### config.mk
export PLATFORM = sky130hd
export DESIGN_NAME = monopixTop
export DESIGN_NICKNAME = d
export VERILOG_FILES = /design/src/common/monopixPkg.sv /design/src/common/colBusIf.sv /design/src/design/confShiftReg.sv /design/src/design/bcidCounter.sv /design/src/readout/pixelColumns.sv /design/src/readout/tokenReadout.sv /design/src/design/monopixTop.sv
export SDC_FILE = /design/constraint.sdc
export NUM_CORES = 1
export LEC_CHECK = 0
export BUFFER_PORTS_ARGS = -buffer_cell sky130_fd_sc_hd__buf_2
export CORE_ASPECT_RATIO = 0.7
export CORE_MARGIN = 4
export CORE_UTILIZATION = 25
export CTS_BUF_LIST = sky130_fd_sc_hd__clkbuf_8
export CTS_CLUSTER_DIAMETER = 30
export DETAILED_ROUTE_END_ITERATION = 8
export PLACE_DENSITY_LB_ADDON = 0.05
export SLEW_MARGIN = 20
export SYNTH_ARGS = -nofsm -noshare
export SYNTH_HDL_FRONTEND = slang
export SYNTH_HIERARCHICAL = 1
export SYNTH_SLANG_ARGS = --single-unit
### constraint.sdc
create_clock -name ClkBx -period 6.15 [get_ports ClkBx]
set_input_delay 0.9225 -clock ClkBx [delete_from_list [all_inputs] [get_ports ClkBx]]
set_output_delay 0.9225 -clock ClkBx [all_outputs]
set_load 0.01 [all_outputs]
### src/common/monopixPkg.sv
package monopixPkg;

    // Array geometry
    localparam int NUM_FLAVORS   = 4;
    localparam int NUM_COLS      = 8;
    localparam int COL_ADDR_BITS = 3;

    // Time stamp and readout word
    localparam int BCID_BITS     = 6;
    localparam int HIT_WORD_BITS = COL_ADDR_BITS + BCID_BITS;  // Column address on top

    localparam logic [HIT_WORD_BITS-1:0] TEST_PATTERN = 9'h1A5;

    // Front-end flavors, also the index into every per-flavor vector
    typedef enum logic [1:0] {
        PMOS     = 2'd0,
        PMOS_DPW = 2'd1,
        COMP     = 2'd2,
        HV       = 2'd3
    } flavorE;

    // Global configuration word, shifted in MSB first
    typedef struct packed {
        logic [NUM_FLAVORS-1:0]          EnFlavor;
        logic [NUM_FLAVORS-1:0]          EnTestPattern;
        logic [NUM_FLAVORS-1:0]          EnOut;
        logic [NUM_FLAVORS-1:0]          EnHitOr;
        logic [NUM_FLAVORS*NUM_COLS-1:0] ColMask;      // 8 per flavor, flavor 0 lowest
        logic [NUM_COLS-1:0]             ColPulseSel;  // Shared by all flavors
    } confT;

    localparam int CONF_BITS = $bits(confT);

    // All flavors on, every column enabled, no injection
    localparam confT DEFAULT_CONF = '{
        EnFlavor:      4'hF,
        EnTestPattern: 4'h0,
        EnOut:         4'hF,
        EnHitOr:       4'hF,
        ColMask:       32'hFFFF_FFFF,
        ColPulseSel:   8'h00
    };

endpackage

### src/common/colBusIf.sv
interface colBusIf;

    logic                                                     Frozen;    // Registered Freeze
    logic [monopixPkg::NUM_COLS-1:0]                          ClearCol;  // One-hot, one cycle
    logic [monopixPkg::NUM_COLS-1:0]                          ColFull;
    logic [monopixPkg::NUM_COLS-1:0][monopixPkg::BCID_BITS-1:0] ColBcid;

    // Column side stores hits and reports them
    modport cols (
        input  Frozen,
        input  ClearCol,
        output ColFull,
        output ColBcid
    );

    // Readout side freezes and empties columns
    modport reader (
        output Frozen,
        output ClearCol,
        input  ColFull,
        input  ColBcid
    );

endinterface

### src/design/confShiftReg.sv
module confShiftReg (
    input  logic              ClkBx,
    input  logic              reset_ff,
    input  logic              DefConf,
    input  logic              ConfShift,
    input  logic              ConfSi,
    input  logic              ConfLoad,
    output logic              ConfSo,
    output monopixPkg::confT  Conf
);

    localparam int MSB = monopixPkg::CONF_BITS - 1;

    logic [MSB:0] shadowReg;

    // Shadow chain, new bits enter at the LSB
    always_ff @(posedge ClkBx) begin
        if (reset_ff || DefConf) begin
            shadowReg <= monopixPkg::DEFAULT_CONF;
        end else if (ConfShift) begin
            shadowReg <= {shadowReg[MSB-1:0], ConfSi};
        end
    end

    // Active copy only changes on a load strobe
    always_ff @(posedge ClkBx) begin
        if (reset_ff || DefConf) begin
            Conf <= monopixPkg::DEFAULT_CONF;
        end else if (ConfLoad) begin
            Conf <= monopixPkg::confT'(shadowReg);  // Value before any shift at this edge
        end
    end

    assign ConfSo = shadowReg[MSB];

endmodule

### src/design/bcidCounter.sv
module bcidCounter (
    input  logic                             ClkBx,
    input  logic                             reset_ff,
    input  logic                             ResetBcid,
    output logic [monopixPkg::BCID_BITS-1:0] Bcid
);

    logic [monopixPkg::BCID_BITS-1:0] binCount;

    // Free running, wraps naturally at the counter width
    always_ff @(posedge ClkBx) begin
        if (reset_ff || ResetBcid) begin
            binCount <= '0;
        end else begin
            binCount <= binCount + 1'b1;
        end
    end

    // Gray code, one bit flips per crossing
    assign Bcid = binCount ^ (binCount >> 1);

endmodule

### src/readout/pixelColumns.sv
module pixelColumns (
    input  logic                             ClkBx,
    input  logic                             reset_ff,
    input  logic [monopixPkg::NUM_COLS-1:0]  Hit,
    input  logic                             Pulse,
    input  logic [monopixPkg::NUM_COLS-1:0]  ColPulseSel,
    input  logic [monopixPkg::NUM_COLS-1:0]  ColMask,
    input  logic                             EnFlavor,
    input  logic                             EnHitOr,
    input  logic [monopixPkg::BCID_BITS-1:0] Bcid,
    output logic                             HitOr,
    colBusIf.cols                            Bus
);

    localparam int NC = monopixPkg::NUM_COLS;

    logic [NC-1:0]                              hitIn;
    logic [NC-1:0]                              capture;
    logic [NC-1:0]                              colFull;
    logic [NC-1:0][monopixPkg::BCID_BITS-1:0]   colBcid;

    // Discriminator hits plus injection, then masking
    assign hitIn = (Hit | ({NC{Pulse}} & ColPulseSel)) & ColMask & {NC{EnFlavor}};

    // Empty columns only, and never while frozen
    assign capture = hitIn & ~colFull & {NC{~Bus.Frozen}};

    always_ff @(posedge ClkBx) begin
        if (reset_ff) begin
            colFull <= '0;
        end else begin
            // Clear hits only full columns, capture only empty ones
            colFull <= (colFull & ~Bus.ClearCol) | capture;
        end
    end

    // Time stamp slots
    always_ff @(posedge ClkBx) begin
        for (int c = 0; c < NC; c++) begin
            if (capture[c]) begin
                colBcid[c] <= Bcid;
            end
        end
    end

    // Fast OR of this flavor, independent of freeze
    always_ff @(posedge ClkBx) begin
        if (reset_ff) begin
            HitOr <= 1'b0;
        end else begin
            HitOr <= EnHitOr & (|hitIn);
        end
    end

    assign Bus.ColFull = colFull;
    assign Bus.ColBcid = colBcid;

endmodule

### src/readout/tokenReadout.sv
module tokenReadout (
    input  logic                                 ClkBx,
    input  logic                                 reset_ff,
    input  logic                                 Freeze,
    input  logic                                 Read,
    input  logic                                 EnFlavor,
    input  logic                                 EnOut,
    input  logic                                 EnTestPattern,
    output logic                                 Token,
    output logic                                 DataValid,
    output logic [monopixPkg::HIT_WORD_BITS-1:0] DataOut,
    colBusIf.reader                              Bus
);

    localparam int NC = monopixPkg::NUM_COLS;
    localparam int AW = monopixPkg::COL_ADDR_BITS;

    logic          frozen;
    logic          anyFull;
    logic          readAccept;
    logic          readHit;
    logic [AW-1:0] lowCol;
    logic [NC-1:0] lowOneHot;

    always_ff @(posedge ClkBx) begin
        if (reset_ff) begin
            frozen <= 1'b0;
        end else begin
            frozen <= Freeze;
        end
    end

    assign anyFull = |Bus.ColFull;

    // Token sees the column state before this edge's clear
    always_ff @(posedge ClkBx) begin
        if (reset_ff) begin
            Token <= 1'b0;
        end else begin
            Token <= frozen & anyFull & EnFlavor & EnOut;
        end
    end

    // Lowest full column wins
    always_comb begin
        lowCol = '0;
        for (int c = NC - 1; c >= 0; c--) begin
            if (Bus.ColFull[c]) begin
                lowCol = AW'(c);
            end
        end
    end

    assign lowOneHot = NC'(1) << lowCol;

    // Late read after the last word finds nothing and is dropped
    assign readAccept = Read & Token & (anyFull | EnTestPattern);
    assign readHit    = readAccept & ~EnTestPattern;

    always_ff @(posedge ClkBx) begin
        if (reset_ff) begin
            DataValid <= 1'b0;
        end else begin
            DataValid <= readAccept;
        end
    end

    // Word held until the next accepted read
    always_ff @(posedge ClkBx) begin
        if (readAccept) begin
            if (EnTestPattern) begin
                DataOut <= monopixPkg::TEST_PATTERN;
            end else begin
                DataOut <= {lowCol, Bus.ColBcid[lowCol]};
            end
        end
    end

    assign Bus.Frozen   = frozen;
    assign Bus.ClearCol = readHit ? lowOneHot : '0;  // Test pattern keeps hits

endmodule

### src/design/monopixTop.sv
module monopixTop (
    input  logic                                                            ClkBx,
    input  logic                                                            reset_ff,
    input  logic                                                            DefConf,
    input  logic                                                            ConfShift,
    input  logic                                                            ConfSi,
    input  logic                                                            ConfLoad,
    input  logic                                                            ResetBcid,
    input  logic                                                            Pulse,
    input  logic [monopixPkg::NUM_FLAVORS-1:0][monopixPkg::NUM_COLS-1:0]    Hit,
    input  logic [monopixPkg::NUM_FLAVORS-1:0]                              Freeze,
    input  logic [monopixPkg::NUM_FLAVORS-1:0]                              Read,
    output logic                                                            ConfSo,
    output logic [monopixPkg::NUM_FLAVORS-1:0]                              Token,
    output logic [monopixPkg::NUM_FLAVORS-1:0]                              DataValid,
    output logic [monopixPkg::NUM_FLAVORS-1:0][monopixPkg::HIT_WORD_BITS-1:0] DataOut,
    output logic [monopixPkg::NUM_FLAVORS-1:0]                              HitOr
);

    localparam int NC = monopixPkg::NUM_COLS;

    monopixPkg::confT                 conf;
    logic [monopixPkg::BCID_BITS-1:0] bcidGray;

    confShiftReg uConf (
        .ClkBx     (ClkBx),
        .reset_ff  (reset_ff),
        .DefConf   (DefConf),
        .ConfShift (ConfShift),
        .ConfSi    (ConfSi),
        .ConfLoad  (ConfLoad),
        .ConfSo    (ConfSo),
        .Conf      (conf)
    );

    bcidCounter uBcid (
        .ClkBx     (ClkBx),
        .reset_ff  (reset_ff),
        .ResetBcid (ResetBcid),
        .Bcid      (bcidGray)
    );

    for (genvar f = 0; f < monopixPkg::NUM_FLAVORS; f++) begin : gFlavor
        localparam monopixPkg::flavorE FLAVOR = monopixPkg::flavorE'(f);

        colBusIf colBus ();

        pixelColumns uCols (
            .ClkBx       (ClkBx),
            .reset_ff    (reset_ff),
            .Hit         (Hit[FLAVOR]),
            .Pulse       (Pulse),
            .ColPulseSel (conf.ColPulseSel),
            .ColMask     (conf.ColMask[NC*FLAVOR +: NC]),  // This flavor's mask byte
            .EnFlavor    (conf.EnFlavor[FLAVOR]),
            .EnHitOr     (conf.EnHitOr[FLAVOR]),
            .Bcid        (bcidGray),
            .HitOr       (HitOr[FLAVOR]),
            .Bus         (colBus.cols)
        );

        tokenReadout uReadout (
            .ClkBx         (ClkBx),
            .reset_ff      (reset_ff),
            .Freeze        (Freeze[FLAVOR]),
            .Read          (Read[FLAVOR]),
            .EnFlavor      (conf.EnFlavor[FLAVOR]),
            .EnOut         (conf.EnOut[FLAVOR]),
            .EnTestPattern (conf.EnTestPattern[FLAVOR]),
            .Token         (Token[FLAVOR]),
            .DataValid     (DataValid[FLAVOR]),
            .DataOut       (DataOut[FLAVOR]),
            .Bus           (colBus.reader)
        );
    end

endmodule

; Word-level counts from Yosys, hierarchy flattened
; Index checks and enable logic that the tools add are counted.
[word_totals]
regBits = 394
out_inout_bits = 49
elab_cells = 205
[classes]
n_bitwise = 78
magnitude_cmp = 4
muxes = 44
shift = 4
add_sub_neg = 1
reduce_logical = 10
[op_table]
columns = cell, n
row1 = bitwise AND 8 bit, 21
row2 = two-way mux 3 bit, 32
row3 = binary-select mux 6 bit (select 3 bit), 4
row4 = NOT 8 bit, 8
row5 = bitwise OR 8 bit, 8
row6 = OR reduction 8 bit, 8
row7 = two-way mux 8 bit, 4
row8 = left shift 1 x 3 -> 8 bit (first input constant), 4
row9 = bitwise AND 1 bit, 28
row10 = two-way mux 6 bit, 4
row11 = less-than comparator 3 x 4 -> 1 bit (second input constant), 4
row12 = NOT 1 bit, 8
row13 = adder 6 x 1 -> 6 bit (second input constant), 1
row14 = bitwise XOR 6 x 5 -> 6 bit, 1
row15 = bitwise OR 1 bit, 4
row16 = logical OR 1 bit, 2

; Logic depth before layout (Yosys ltp)
; Gate-level depths: netlist (run 1).
[depth]
ltp_word = 13
ltp_mapped = 8

; Hierarchy
; Netlist (run 1), hierarchy kept.
[by_module_without_submodules]
columns = module, n_inst, cells_each, area_each_um2, seq_area_each_um2
row1 = pixelColumns, 4, 114, 2018.2, 1621.6
row2 = tokenReadout, 4, 114, 1053.5, 330.3
row3 = confShiftReg, 1, 362, 4107.7, 2242.2
row4 = bcidCounter, 1, 28, 299.0, 120.1

; Worst setup path after synthesis (run 1)
; OpenSTA, ideal clock, no wires.
[synth_path]
kind = reg-to-reg
startpoint = register gFlavor[0].uCols.colFull[3]
endpoint = register gFlavor[0].uReadout/DataOut[1] in the netlist's numbering, data pin
t_arrival_ns = 1.739
period_less_slack_ns = 1.998
n_path_buf = 0
setup_ns = 0.259
t_required_ns = 5.891
slack_ns = 4.152
stages_incl_launch_ff = 6
path_cell_list = dfxtp_1 > nor2_1 > o31a_1 > nor2_1 > mux4_2 > a211o_1
[synth_via]
elab_chain_len = 6
[synth_lines]
columns = element, line
row1 = "start, declared", pixelColumns.sv:19  ; logic [NC-1:0] colFull;
row2 = "start signal, assigned", pixelColumns.sv:33  ; colFull <= (colFull & ~Bus.ClearCol) | capture;
row3 = two-way mux 3 bit (4 in a row), tokenReadout.sv:48  ; if (Bus.ColFull[c]) begin
row4 = binary-select mux 6 bit (select 3 bit), tokenReadout.sv:74  ; DataOut <= {lowCol, Bus.ColBcid[lowCol]};
row5 = two-way mux 6 bit (not written as such), tokenReadout.sv:74
row6 = "end signal, assigned", tokenReadout.sv:72  ; DataOut <= monopixPkg::TEST_PATTERN;
row7 = "end signal, assigned", tokenReadout.sv:74
row8 = "end, declared", tokenReadout.sv:11  ; output logic [monopixPkg::HIT_WORD_BITS-1:0] DataOut,
; No other way between the ends. The select of a mux whose other input is x is not followed.
; A chain may end at the register's enable or synchronous reset.

; Worst setup path in the final report (run 1)
[layout_path]
startpoint = register gFlavor[1].uCols.colFull[3]
endpoint = register gFlavor[1].uReadout/DataOut[4] in the netlist's numbering, data pin
[layout_via]
elab_chain_len = 6
[layout_lines]
columns = element, line
row1 = "start, declared", pixelColumns.sv:19
row2 = "start signal, assigned", pixelColumns.sv:33
row3 = two-way mux 3 bit (4 in a row), tokenReadout.sv:48
row4 = binary-select mux 6 bit (select 3 bit), tokenReadout.sv:74
row5 = two-way mux 6 bit (not written as such), tokenReadout.sv:74
row6 = "end signal, assigned", tokenReadout.sv:72
row7 = "end signal, assigned", tokenReadout.sv:74
row8 = "end, declared", tokenReadout.sv:11
; No other way between the ends. The select of a mux whose other input is x is not followed.

==> impl_metrics.tcl, run 1 <==
set metrics [dict create \
    synth_area_leaders "edfxtp_1 41%, dfxtp_1 20%, mux2i_1 7.4%" \
    min_period_ns 2.55 \
    hold_viol 0 \
    post_route_cells_drive_above_1_share_pct 24.7 \
    min_period_over_period_pct 41.4 \
    ys_types 59 \
    fin_ws_ns 3.60 \
    worstHoldStart "uConf/Conf[19]$_SDFFE_PP1P_" \
    ys_seq_elements 394 \
    ys_seq_area_share_pct 60.9 \
    antenna_cells 0 \
    worstSetupStartpointType "register" \
    final_cell_mix "228 x edfxtp_1, 166 x dfxtp_1, 124 x mux2i_1" \
    track_usage_pct 15.3 \
    internal_power_mw 5.76 \
    setup_viol 0 \
    cellPowerDensity_nw_per_um2 378 \
    synth_nets 1354 \
    clock_latency_ns 0.68 \
    critPathKind "reg -> reg" \
    path_max_fanout 9 \
    vdd_drop_max_uv 161 \
    slew_headroom_pct 29.0 \
    multi_input_area_um2 6010 \
    numCtsBuffers 98 \
    r2r_setup_slack_ns 3.60 \
    io_buffers 96 \
    p_comb_share_pct 10.4 \
    chipHeight_um 224 \
    utilization_pct 31.1 \
    synth_flop_cell "edfxtp_1" \
    drtPass1Iterations 5 \
    worstMarginPinSlew_ns 1.07 \
    die-width_um 317 \
    rows 78 \
    syn_inst 1302 \
    num_vias 11200 \
    crit_path_end_kind "register" \
    grt_max_degree 59 \
    start_util_pct 25.5 \
    post_drt_wl_per_cell_um 22.2 \
    grt-ovfl-total 0 \
    fillers 6627 \
    holdPathStages 2 \
    layout_commonest_cell "edfxtp_1" \
    status "complete, no violations" \
    synth.top_cell.area_share_pct 41.0 \
    syn_to_final_growth_pct 22.1 \
    num_io_pins 97 \
    register_area_um2 10200 \
    rsz0062_at_grt "false" \
    wl_um 54000 \
    async_flop_share_pct 0 \
    r2r_cells 6 \
    grt_pass1_vias 11400 \
    cts_sinks 394 \
    synth-edff-count 228 \
    reg2reg_from "gFlavor[1].uCols/Bus.ColFull[3]$_SDFF_PP0_" \
    p_clk_share_pct 50.5 \
    grt_antenna_before_repair 4 \
    core_area_um2 65500 \
    cp.required_ns 6.57 \
    drv_slew 0 \
    leakage_nw 7.85 \
    clkTransAtPathRegs_ns 0.06 \
    cts-htree-levels 3 \
    p_sw_mw 1.93 \
    cts-resized-gates 0 \
    clock.fmax_ghz 0.393 \
    yosys_warnings 6 \
    maxCapViolations 0 \
    setup_tns_ns 0 \
    post-synth-top-area-cell "edfxtp_1" \
    power.total_mw 7.69 \
    r2r-end "gFlavor[1].uReadout/DataOut[4]$_SDFFCE_PP0N_" \
    clockBufferDepth 3 \
    syn_avg_cell_area_um2 12.8 \
    holdBufCountCts 0 \
    gp_congestion 0.794 \
    post_cts_buffers 0 \
    layout.nets 1516 \
    hold_path_class "reg -> reg" \
    fin_skew_ns 0.0207 \
    drt_iter0_drc 792 \
    vias_per_cell 4.63 \
    drc 0 \
    arrival_ns 2.97 \
    hpwl_um 36600 \
    holdWs_ns 0.467 \
    cts_root_buffer "clkbuf_8" \
    dieArea_um2 71000 \
    cts_tree "yes" \
    hold_end "uConf/Conf[19]$_SDFFE_PP1P_" \
    pwr-share-seq_pct 39.1 \
    grt_pass1_wl_um 79700 \
    ant_nets 0 \
    place_ws_ns 3.32 \
    netlist_area_um2 16700 \
    swShare_pct 25.1 \
]
==> metrics by stage <==
| stage | area [um2] | std cells |
|---|---|---|
| floorplan | 16700 | 1302 |
| global placement | 17900 | 2244 |
| detailed placement | 17900 | 2244 |
| CTS | 20400 | 2430 |
| global route | 20400 | 2430 |
| finish | 20400 | 2430 |
==> flip-flops by register name, summed over array words and instances, names as in the netlist <==
register,flops
gFlavor.uReadout/Token,4
gFlavor.uCols/HitOr,4
uConf/shadowReg,56
gFlavor.uReadout/Bus.Frozen,4
gFlavor.uReadout/DataValid,4
gFlavor.uCols/Bus.ColBcid,192
gFlavor.uReadout/DataOut,36
uBcid/binCount,6
uConf/Conf,56
gFlavor.uCols/Bus.ColFull,32
==> how the worst max path moves through the flow <==
| stage | from | to | slack, ns | cells past startpoint |
|---|---|---|---|---|
| floorplan | gFlavor[0].uCols/Bus.ColFull[3]$_SDFF_PP0_ | gFlavor[0].uReadout/DataOut[1]$_SDFFCE_PP0N_ | 4.15 | 5 |
| global route | gFlavor[3].uCols/Bus.ColFull[3]$_SDFF_PP0_ | gFlavor[3].uReadout/DataOut[1]$_SDFFCE_PP0N_ | 3.50 | 5 |
| global placement | reset_ff | uConf/Conf[8]$_SDFFE_PP1P_ | 3.36 | 5 |
| detailed placement | reset_ff | uConf/Conf[24]$_SDFFE_PP1P_ | 3.32 | 5 |
| CTS | gFlavor[1].uCols/Bus.ColFull[3]$_SDFF_PP0_ | gFlavor[1].uReadout/DataOut[4]$_SDFFCE_PP0N_ | 3.64 | 6 |
| finish | gFlavor[1].uCols/Bus.ColFull[3]$_SDFF_PP0_ | gFlavor[1].uReadout/DataOut[4]$_SDFFCE_PP0N_ | 3.60 | 6 |
==> layout make-up <==
cell class | instances | share of cell area (%)
clock buffer | 106 | 7.16
clock inverter | 80 | 4.71
inverter | 29 | 0.534
multi-input combinational | 834 | 29.5
sequential | 394 | 49.9
tap | 880 | 5.40
timing repair buffer | 107 | 2.79
==> cell usage after synthesis, drive strengths merged, types with 5 or more instances <==
cell type	n
nor4	8
a21o	40
a32oi	32
mux4	12
or3	8
a31oi	8
buf	45
dfxtp	166
mux2	9
o21ba	16
nor3b	5
nand2b	20
a221o	8
a221oi	8
a211o	12
nor3	17
mux2i	124
nand3	41
inv	29
and4	16
nor2	120
edfxtp	228
nand2	96
a21oi	50
and2	28
nor2b	32
o21ai	40
and3	24
==> logic make-up after synthesis <==
group           Yosys count  synth area share (%)
compound gates          252                  11.6
flops                   394                  60.9
mux                     145                  9.68
fa+ha+maj                 4                 0.300
buf+inv                  74                  3.28
simple gates            431                  14.1
xor+xnor                  2                 0.105
==> power groups by stage <==
stage	clock (mW)	combinational, mW	sequential [mW]
2_1_floorplan	0	0.546	3.03
3_3_place_gp	0	0.807	3.06
3_5_place_dp	0	0.802	3.06
4_1_cts	4.02	0.806	3.01
5_1_grt	4.17	0.876	3.02
6_report	3.89	0.801	3.01
==> routing by layer <==
| layer | vias to the layer above | share of wire, % | wire, um | GRT usage, % |
|---|---|---|---|---|
| met3 | 81 | 4.7 | 2510 | 3.37 |
| met4 | 0 | 2.0 | 1060 | 4.58 |
| met2 | 277 | 39 | 20900 | 19.7 |
| met5 | - | 0 | 0 | 0 |
| li1 | 5275 | - | - | - |
| met1 | 5612 | 55 | 29500 | 24.7 |
==> critical path, cell delays in order, from the launching register on <==
cell     delay, ns
dfxtp_1       0.55
nor2_1        0.18
o31a_1        0.19
nor2_1        0.36
buf_4         0.26
mux4_2        0.38
a211o_1       0.36
Note: power is estimated with default switching activity, not from simulation.
==> inputs of run 2 (changes only) <==
==> constraint.sdc (replaced) <==
create_clock -name ClkBx -period 2.6 [get_ports ClkBx]
set_input_delay 0.39 -clock ClkBx [delete_from_list [all_inputs] [get_ports ClkBx]]
set_output_delay 0.39 -clock ClkBx [all_outputs]
set_load 0.01 [all_outputs]
==> impl_metrics.tcl, run 2 (same netlist as run 1, synthesis figures left out) <==
set metrics [dict create \
    place_ws_ns 0.305 \
    slowest_delay_ns 0.61 \
    crit_end "gFlavor[0].uReadout/DataOut[1]$_SDFFCE_PP0N_" \
    critPathKind "reg -> reg" \
    setup_viol 0 \
    num_io_pins 97 \
    rows 78 \
    post_route_cells_drive_above_1_share_pct 25.9 \
    antenna_cells 0 \
    start_util_pct 25.5 \
    cts_sinks 394 \
    min_period_over_period_pct 87.1 \
    core_area_um2 65500 \
    cp_num_buf_inv 0 \
    fin_ws_ns 0.336 \
    met3WireLength_um 2960 \
    met1Wirelength_um 28500 \
    crit_start "gFlavor[0].uCols/Bus.ColFull[0]$_SDFF_PP0_" \
    setup_tns_ns 0 \
    utilization_pct 31.3 \
    worst_path_max_delay_cell "dfxtp_1" \
    drt_iter0_drc 821 \
    dieArea_um2 71000 \
    vdd_drop_max_uv 296 \
    leakage_nw 7.96 \
    r2r-end "gFlavor[0].uReadout/DataOut[1]$_SDFFCE_PP0N_" \
    arrival_ns 2.67 \
    path_max_fanout 12 \
    cp.required_ns 3.01 \
    r2r_setup_slack_ns 0.34 \
    vias_per_cell 4.63 \
    crit_family "flip-flops" \
    reg2reg_from "gFlavor[0].uCols/Bus.ColFull[0]$_SDFF_PP0_" \
    wl_um 54100 \
    grt_antenna_before_repair 3 \
    drc 0 \
    track_usage_pct 15.2 \
    cellPowerDensity_nw_per_um2 847 \
    worstMarginPinSlew_ns 0.743 \
    min_period_ns 2.26 \
    largest_reg_flops 192 \
    clock.fmax_ghz 0.442 \
    maxCapViolations 0 \
    clock_latency_ns 0.68 \
    ant_nets 0 \
    drv_slew 0 \
    cts-htree-levels 3 \
    chipHeight_um 224 \
    layout_commonest_cell "edfxtp_1" \
    hold_viol 0 \
    cts_root_buffer "clkbuf_8" \
    clkTransAtPathRegs_ns 0.05 \
    numCtsBuffers 94 \
    die-width_um 317 \
    power.total_mw 17.3 \
    path_cells "nor3_2, o21a_4, nor2_4, mux4_2, a211o_1" \
    grt-ovfl-total 0 \
    hold_path_class "in -> reg" \
    drtPass1Iterations 5 \
    rsz0062_at_grt "false" \
    gp_congestion 0.798 \
    fin_skew_ns 0.0288 \
    crit_cells 5 \
    status "complete, no violations" \
    io_buffers 96 \
    cts-resized-gates 0 \
    slew_headroom_pct 50.1 \
    cts_tree "yes" \
    worstSetupStartpointType "register" \
    final_cell_mix "228 x edfxtp_1, 166 x dfxtp_1, 124 x mux2i_1" \
    hpwl_um 37600 \
    maxUsedRoutingLayer "met5" \
    post_drt_wl_per_cell_um 22.0 \
    syn_to_final_growth_pct 22.7 \
    clockBufferDepth 3 \
    r2r_cells 5 \
    grt_max_degree 76 \
    grt_pass1_wl_um 79200 \
    crit_path_end_kind "register" \
    layout.nets 1550 \
    grt_pass1_vias 11600 \
    num_vias 11400 \
    route.met2.wl_um 21400 \
]
==> run 2: cell count changes in the layout (fill, tap and decap cells not counted), moves of 6 or more <==
| cell | change |
|---|---|
| bufinv_16 | -10 |
| dlygate4sd3_1 | +7 |
| buf_4 | +28 |
| clkinv_1 | -10 |
| clkbuf_8 | +6 |
==> run 2: routing by layer <==
layer,GRT usage [%],vias up
li1,-,5342
met1,23.9,5644
met2,20.4,314
met3,3.63,88
met4,4.18,2
met5,0,-
==> run 2: cell type report <==
cell class              count  area, um2
multi-input cells         834       5990
well taps                 880       1100
fillers                  6636      45000
repair buffers            145        908
inverters                  29        109
flip-flops and latches    394      10200
clock buffers             112       1540
clock inverters            66        658
==> run 2: per-stage QoR <==
stage                     cell area (um2)  std cells  hold slack, ns
final                               20500       2460           0.127
after global routing                20500       2460          0.0746
after CTS                           20500       2460          0.0547
after detailed placement            18200       2275           0.455
after global placement              18200       2275           0.451
after floorplan                     16700       1302           0.429
==> run 2: what timing repair did <==
action,in CTS,in global routing
setup buffers,0,0
hold buffers,7,0
endpoints found under the hold margin,18,0
==> run 2: worst min path at each step <==
stage | start | to | slack (ns) | cells past startpoint
after detailed placement | uConf/Conf[27]$_SDFFE_PP1P_ | uConf/Conf[27]$_SDFFE_PP1P_ | 0.46 | 2
final | reset_ff | uConf/shadowReg[40]$_SDFFE_PP1P_ | 0.13 | 3
after floorplan | uConf/Conf[40]$_SDFFE_PP1P_ | gFlavor[0].uCols/HitOr$_SDFF_PP0_ | 0.43 | 2
after global placement | uConf/Conf[9]$_SDFFE_PP1P_ | uConf/Conf[9]$_SDFFE_PP1P_ | 0.45 | 2
after global routing | reset_ff | uConf/shadowReg[38]$_SDFFE_PP1P_ | 0.07 | 3
after CTS | reset_ff | uConf/Conf[35]$_SDFFE_PP1P_ | 0.05 | 3
==> run 2: worst register-to-register path, stage by stage (launching register included) <==
cell	delay, ns
dfxtp_1	0.61
nor3_2	0.11
o21a_4	0.17
nor2_4	0.23
mux4_2	0.57
a211o_1	0.32
==> run 2: power breakdown <==
part / switching [mW] / internal [mW]
logic: 1.13 / 0.758
registers: 0.192 / 6.92
clock network: 3.18 / 5.16
total: 4.50 / 12.8
==> inputs of run 3 (changes only) <==
--- a/config.mk
+++ b/config.mk
@@ -9,10 +9,8 @@
 export CORE_ASPECT_RATIO = 0.7
 export CORE_MARGIN = 4
 export CORE_UTILIZATION = 25
-export CTS_BUF_LIST = sky130_fd_sc_hd__clkbuf_8
 export CTS_CLUSTER_DIAMETER = 30
 export DETAILED_ROUTE_END_ITERATION = 8
-export PLACE_DENSITY_LB_ADDON = 0.05
 export SLEW_MARGIN = 20
 export SYNTH_ARGS = -nofsm -noshare
 export SYNTH_HDL_FRONTEND = slang
==> constraint.sdc (replaced) <==
create_clock -name ClkBx -period 2.7 [get_ports ClkBx]
set_input_delay 0.405 -clock ClkBx [delete_from_list [all_inputs] [get_ports ClkBx]]
set_output_delay 0.405 -clock ClkBx [all_outputs]
set_load 0.01 [all_outputs]
==> impl_metrics.tcl, run 3 (same netlist as run 1, synthesis figures left out) <==
set metrics [dict create \
    drt_iter0_drc 1218 \
    use_met3_pct 3.26 \
    utilization_pct 32.1 \
    cts-resized-gates 0 \
    drtPass1Iterations 5 \
    start_util_pct 25.5 \
    leakage_nw 8.10 \
    worstSetupStartpointType "register" \
    design_area_um2 21000 \
    die-width_um 317 \
    cp.required_ns 3.01 \
    dieArea_um2 71000 \
    numCtsBuffers 82 \
    worst_path_max_delay_cell "a2111oi_0" \
    drc 0 \
    post_route_cells_drive_above_1_share_pct 24.2 \
    layout_commonest_cell "edfxtp_1" \
    syn_to_final_growth_pct 25.9 \
    fin_skew_ns 0.0377 \
    post_drt_wl_per_cell_um 18.9 \
    placedCellCount 2256 \
    worstMarginPinSlew_ns 0.869 \
    status "complete, no violations" \
    cts-htree-levels 3 \
    grt_pass1_vias 11300 \
    final_cell_mix "228 x edfxtp_1, 166 x dfxtp_1, 124 x mux2i_1" \
    critPathKind "reg -> reg" \
    largest_reg_flops 192 \
    setup_viol 0 \
    antenna_cells 0 \
    ant_nets 0 \
    min_period_over_period_pct 81.8 \
    hold_viol 0 \
    track_usage_pct 12.7 \
    cts_sinks 394 \
    path_max_fanout 8 \
    r2r_cells 5 \
    holdWs_ns 0.0771 \
    final_cells 2410 \
    grt_pass1_wl_um 68900 \
    path_common_cell "nor2b_1" \
    post_cts_buffers 0 \
    num_vias 11400 \
    clockBufferDepth 3 \
    clock.fmax_ghz 0.453 \
    fin_ws_ns 0.492 \
    rsz0062_at_grt "false" \
    io_buffers 96 \
    layout.nets 1513 \
    cellPowerDensity_nw_per_um2 899 \
    clock_latency_ns 0.61 \
    grt-ovfl-total 0 \
    grt_max_degree 71 \
    place_ws_ns 0.533 \
    gp_congestion 0.893 \
    maxCapViolations 0 \
    vdd_drop_max_uv 561 \
    crit_path_end_kind "register" \
    postPlaceCellArea_um2 18100 \
    setup_tns_ns 0 \
    power.total_mw 18.9 \
    path_cells "nor2b_1, o311a_1, nor2b_1, a2111oi_0, a211oi_2" \
    cts_tree "yes" \
    drv_slew 0 \
    hold_path_class "in -> reg" \
    arrival_ns 2.51 \
    chipHeight_um 224 \
    slew_headroom_pct 42.1 \
    core_area_um2 65500 \
    vias_per_cell 4.74 \
    hpwl_um 32000 \
    clkTransAtPathRegs_ns 0.05 \
    cts_root_buffer "clkbuf_16" \
    slowest_delay_ns 0.50 \
    min_period_ns 2.21 \
    num_io_pins 97 \
    wl_um 45500 \
    grt_antenna_before_repair 5 \
    grt.busiest_layer "met1" \
    grtUsageMet2_pct 18.2 \
    holdBufCountCts 1 \
    holdPathStages 2 \
    rows 78 \
    grtUsageMet1_pct 18.5 \
]
## run 3: cell count changes in the layout (fill, tap and decap cells not counted), sizes merged
cell | before | now
buf | 138 | 119
clkbuf | 112 | 97
inv | 46 | 37
dlygate4sd3 | 7 | 1
clkinvlp | 12 | 7
clkinv | 25 | 29
## run 3: worst max-delay path: cells and delay by family (launching register included)
family             cells  cell delay (ns)
DFF                    1             0.44
AOI/OAI and AO/OA      3             1.07
and+or+nand+nor        2             0.40
## run 3: layout make-up
cell class              count  area (um2)
clock buffers              97        2170
repair buffers            120         731
inverters                  29         109
clock inverters            56         739
flip-flops and latches    394       10200
multi-input cells         834        6000
fillers                  6466       44500
well taps                 880        1100
## run 3: metal layers
layer | wire [um] | vias to the layer above
li1 | - | 5270
met1 | 21600 | 5616
met2 | 19300 | 436
met3 | 3460 | 91
met4 | 1200 | 4
met5 | 27 | -
## run 3: power by group
group / leakage [nW] / total, mW / internal [mW] / switching (mW)
Combinational: 3.13 / 1.70 / 0.689 / 1.01
Sequential: 3.56 / 6.85 / 6.68 / 0.175
Clock: 1.41 / 10.3 / 6.97 / 3.37
## run 3: final timing paths
path         slack, ns                                  startpoint                                      endpoint
min               0.08                                   Freeze[3]     gFlavor[3].uReadout/Bus.Frozen$_SDFF_PP0_
max               0.49  gFlavor[2].uCols/Bus.ColFull[7]$_SDFF_PP0_  gFlavor[2].uReadout/DataOut[0]$_SDFFCE_PP1N_
min reg2reg       0.47                 uConf/Conf[39]$_SDFFE_PP1P_                   uConf/Conf[39]$_SDFFE_PP1P_
max reg2reg       0.49  gFlavor[2].uCols/Bus.ColFull[7]$_SDFF_PP0_  gFlavor[2].uReadout/DataOut[0]$_SDFFCE_PP1N_
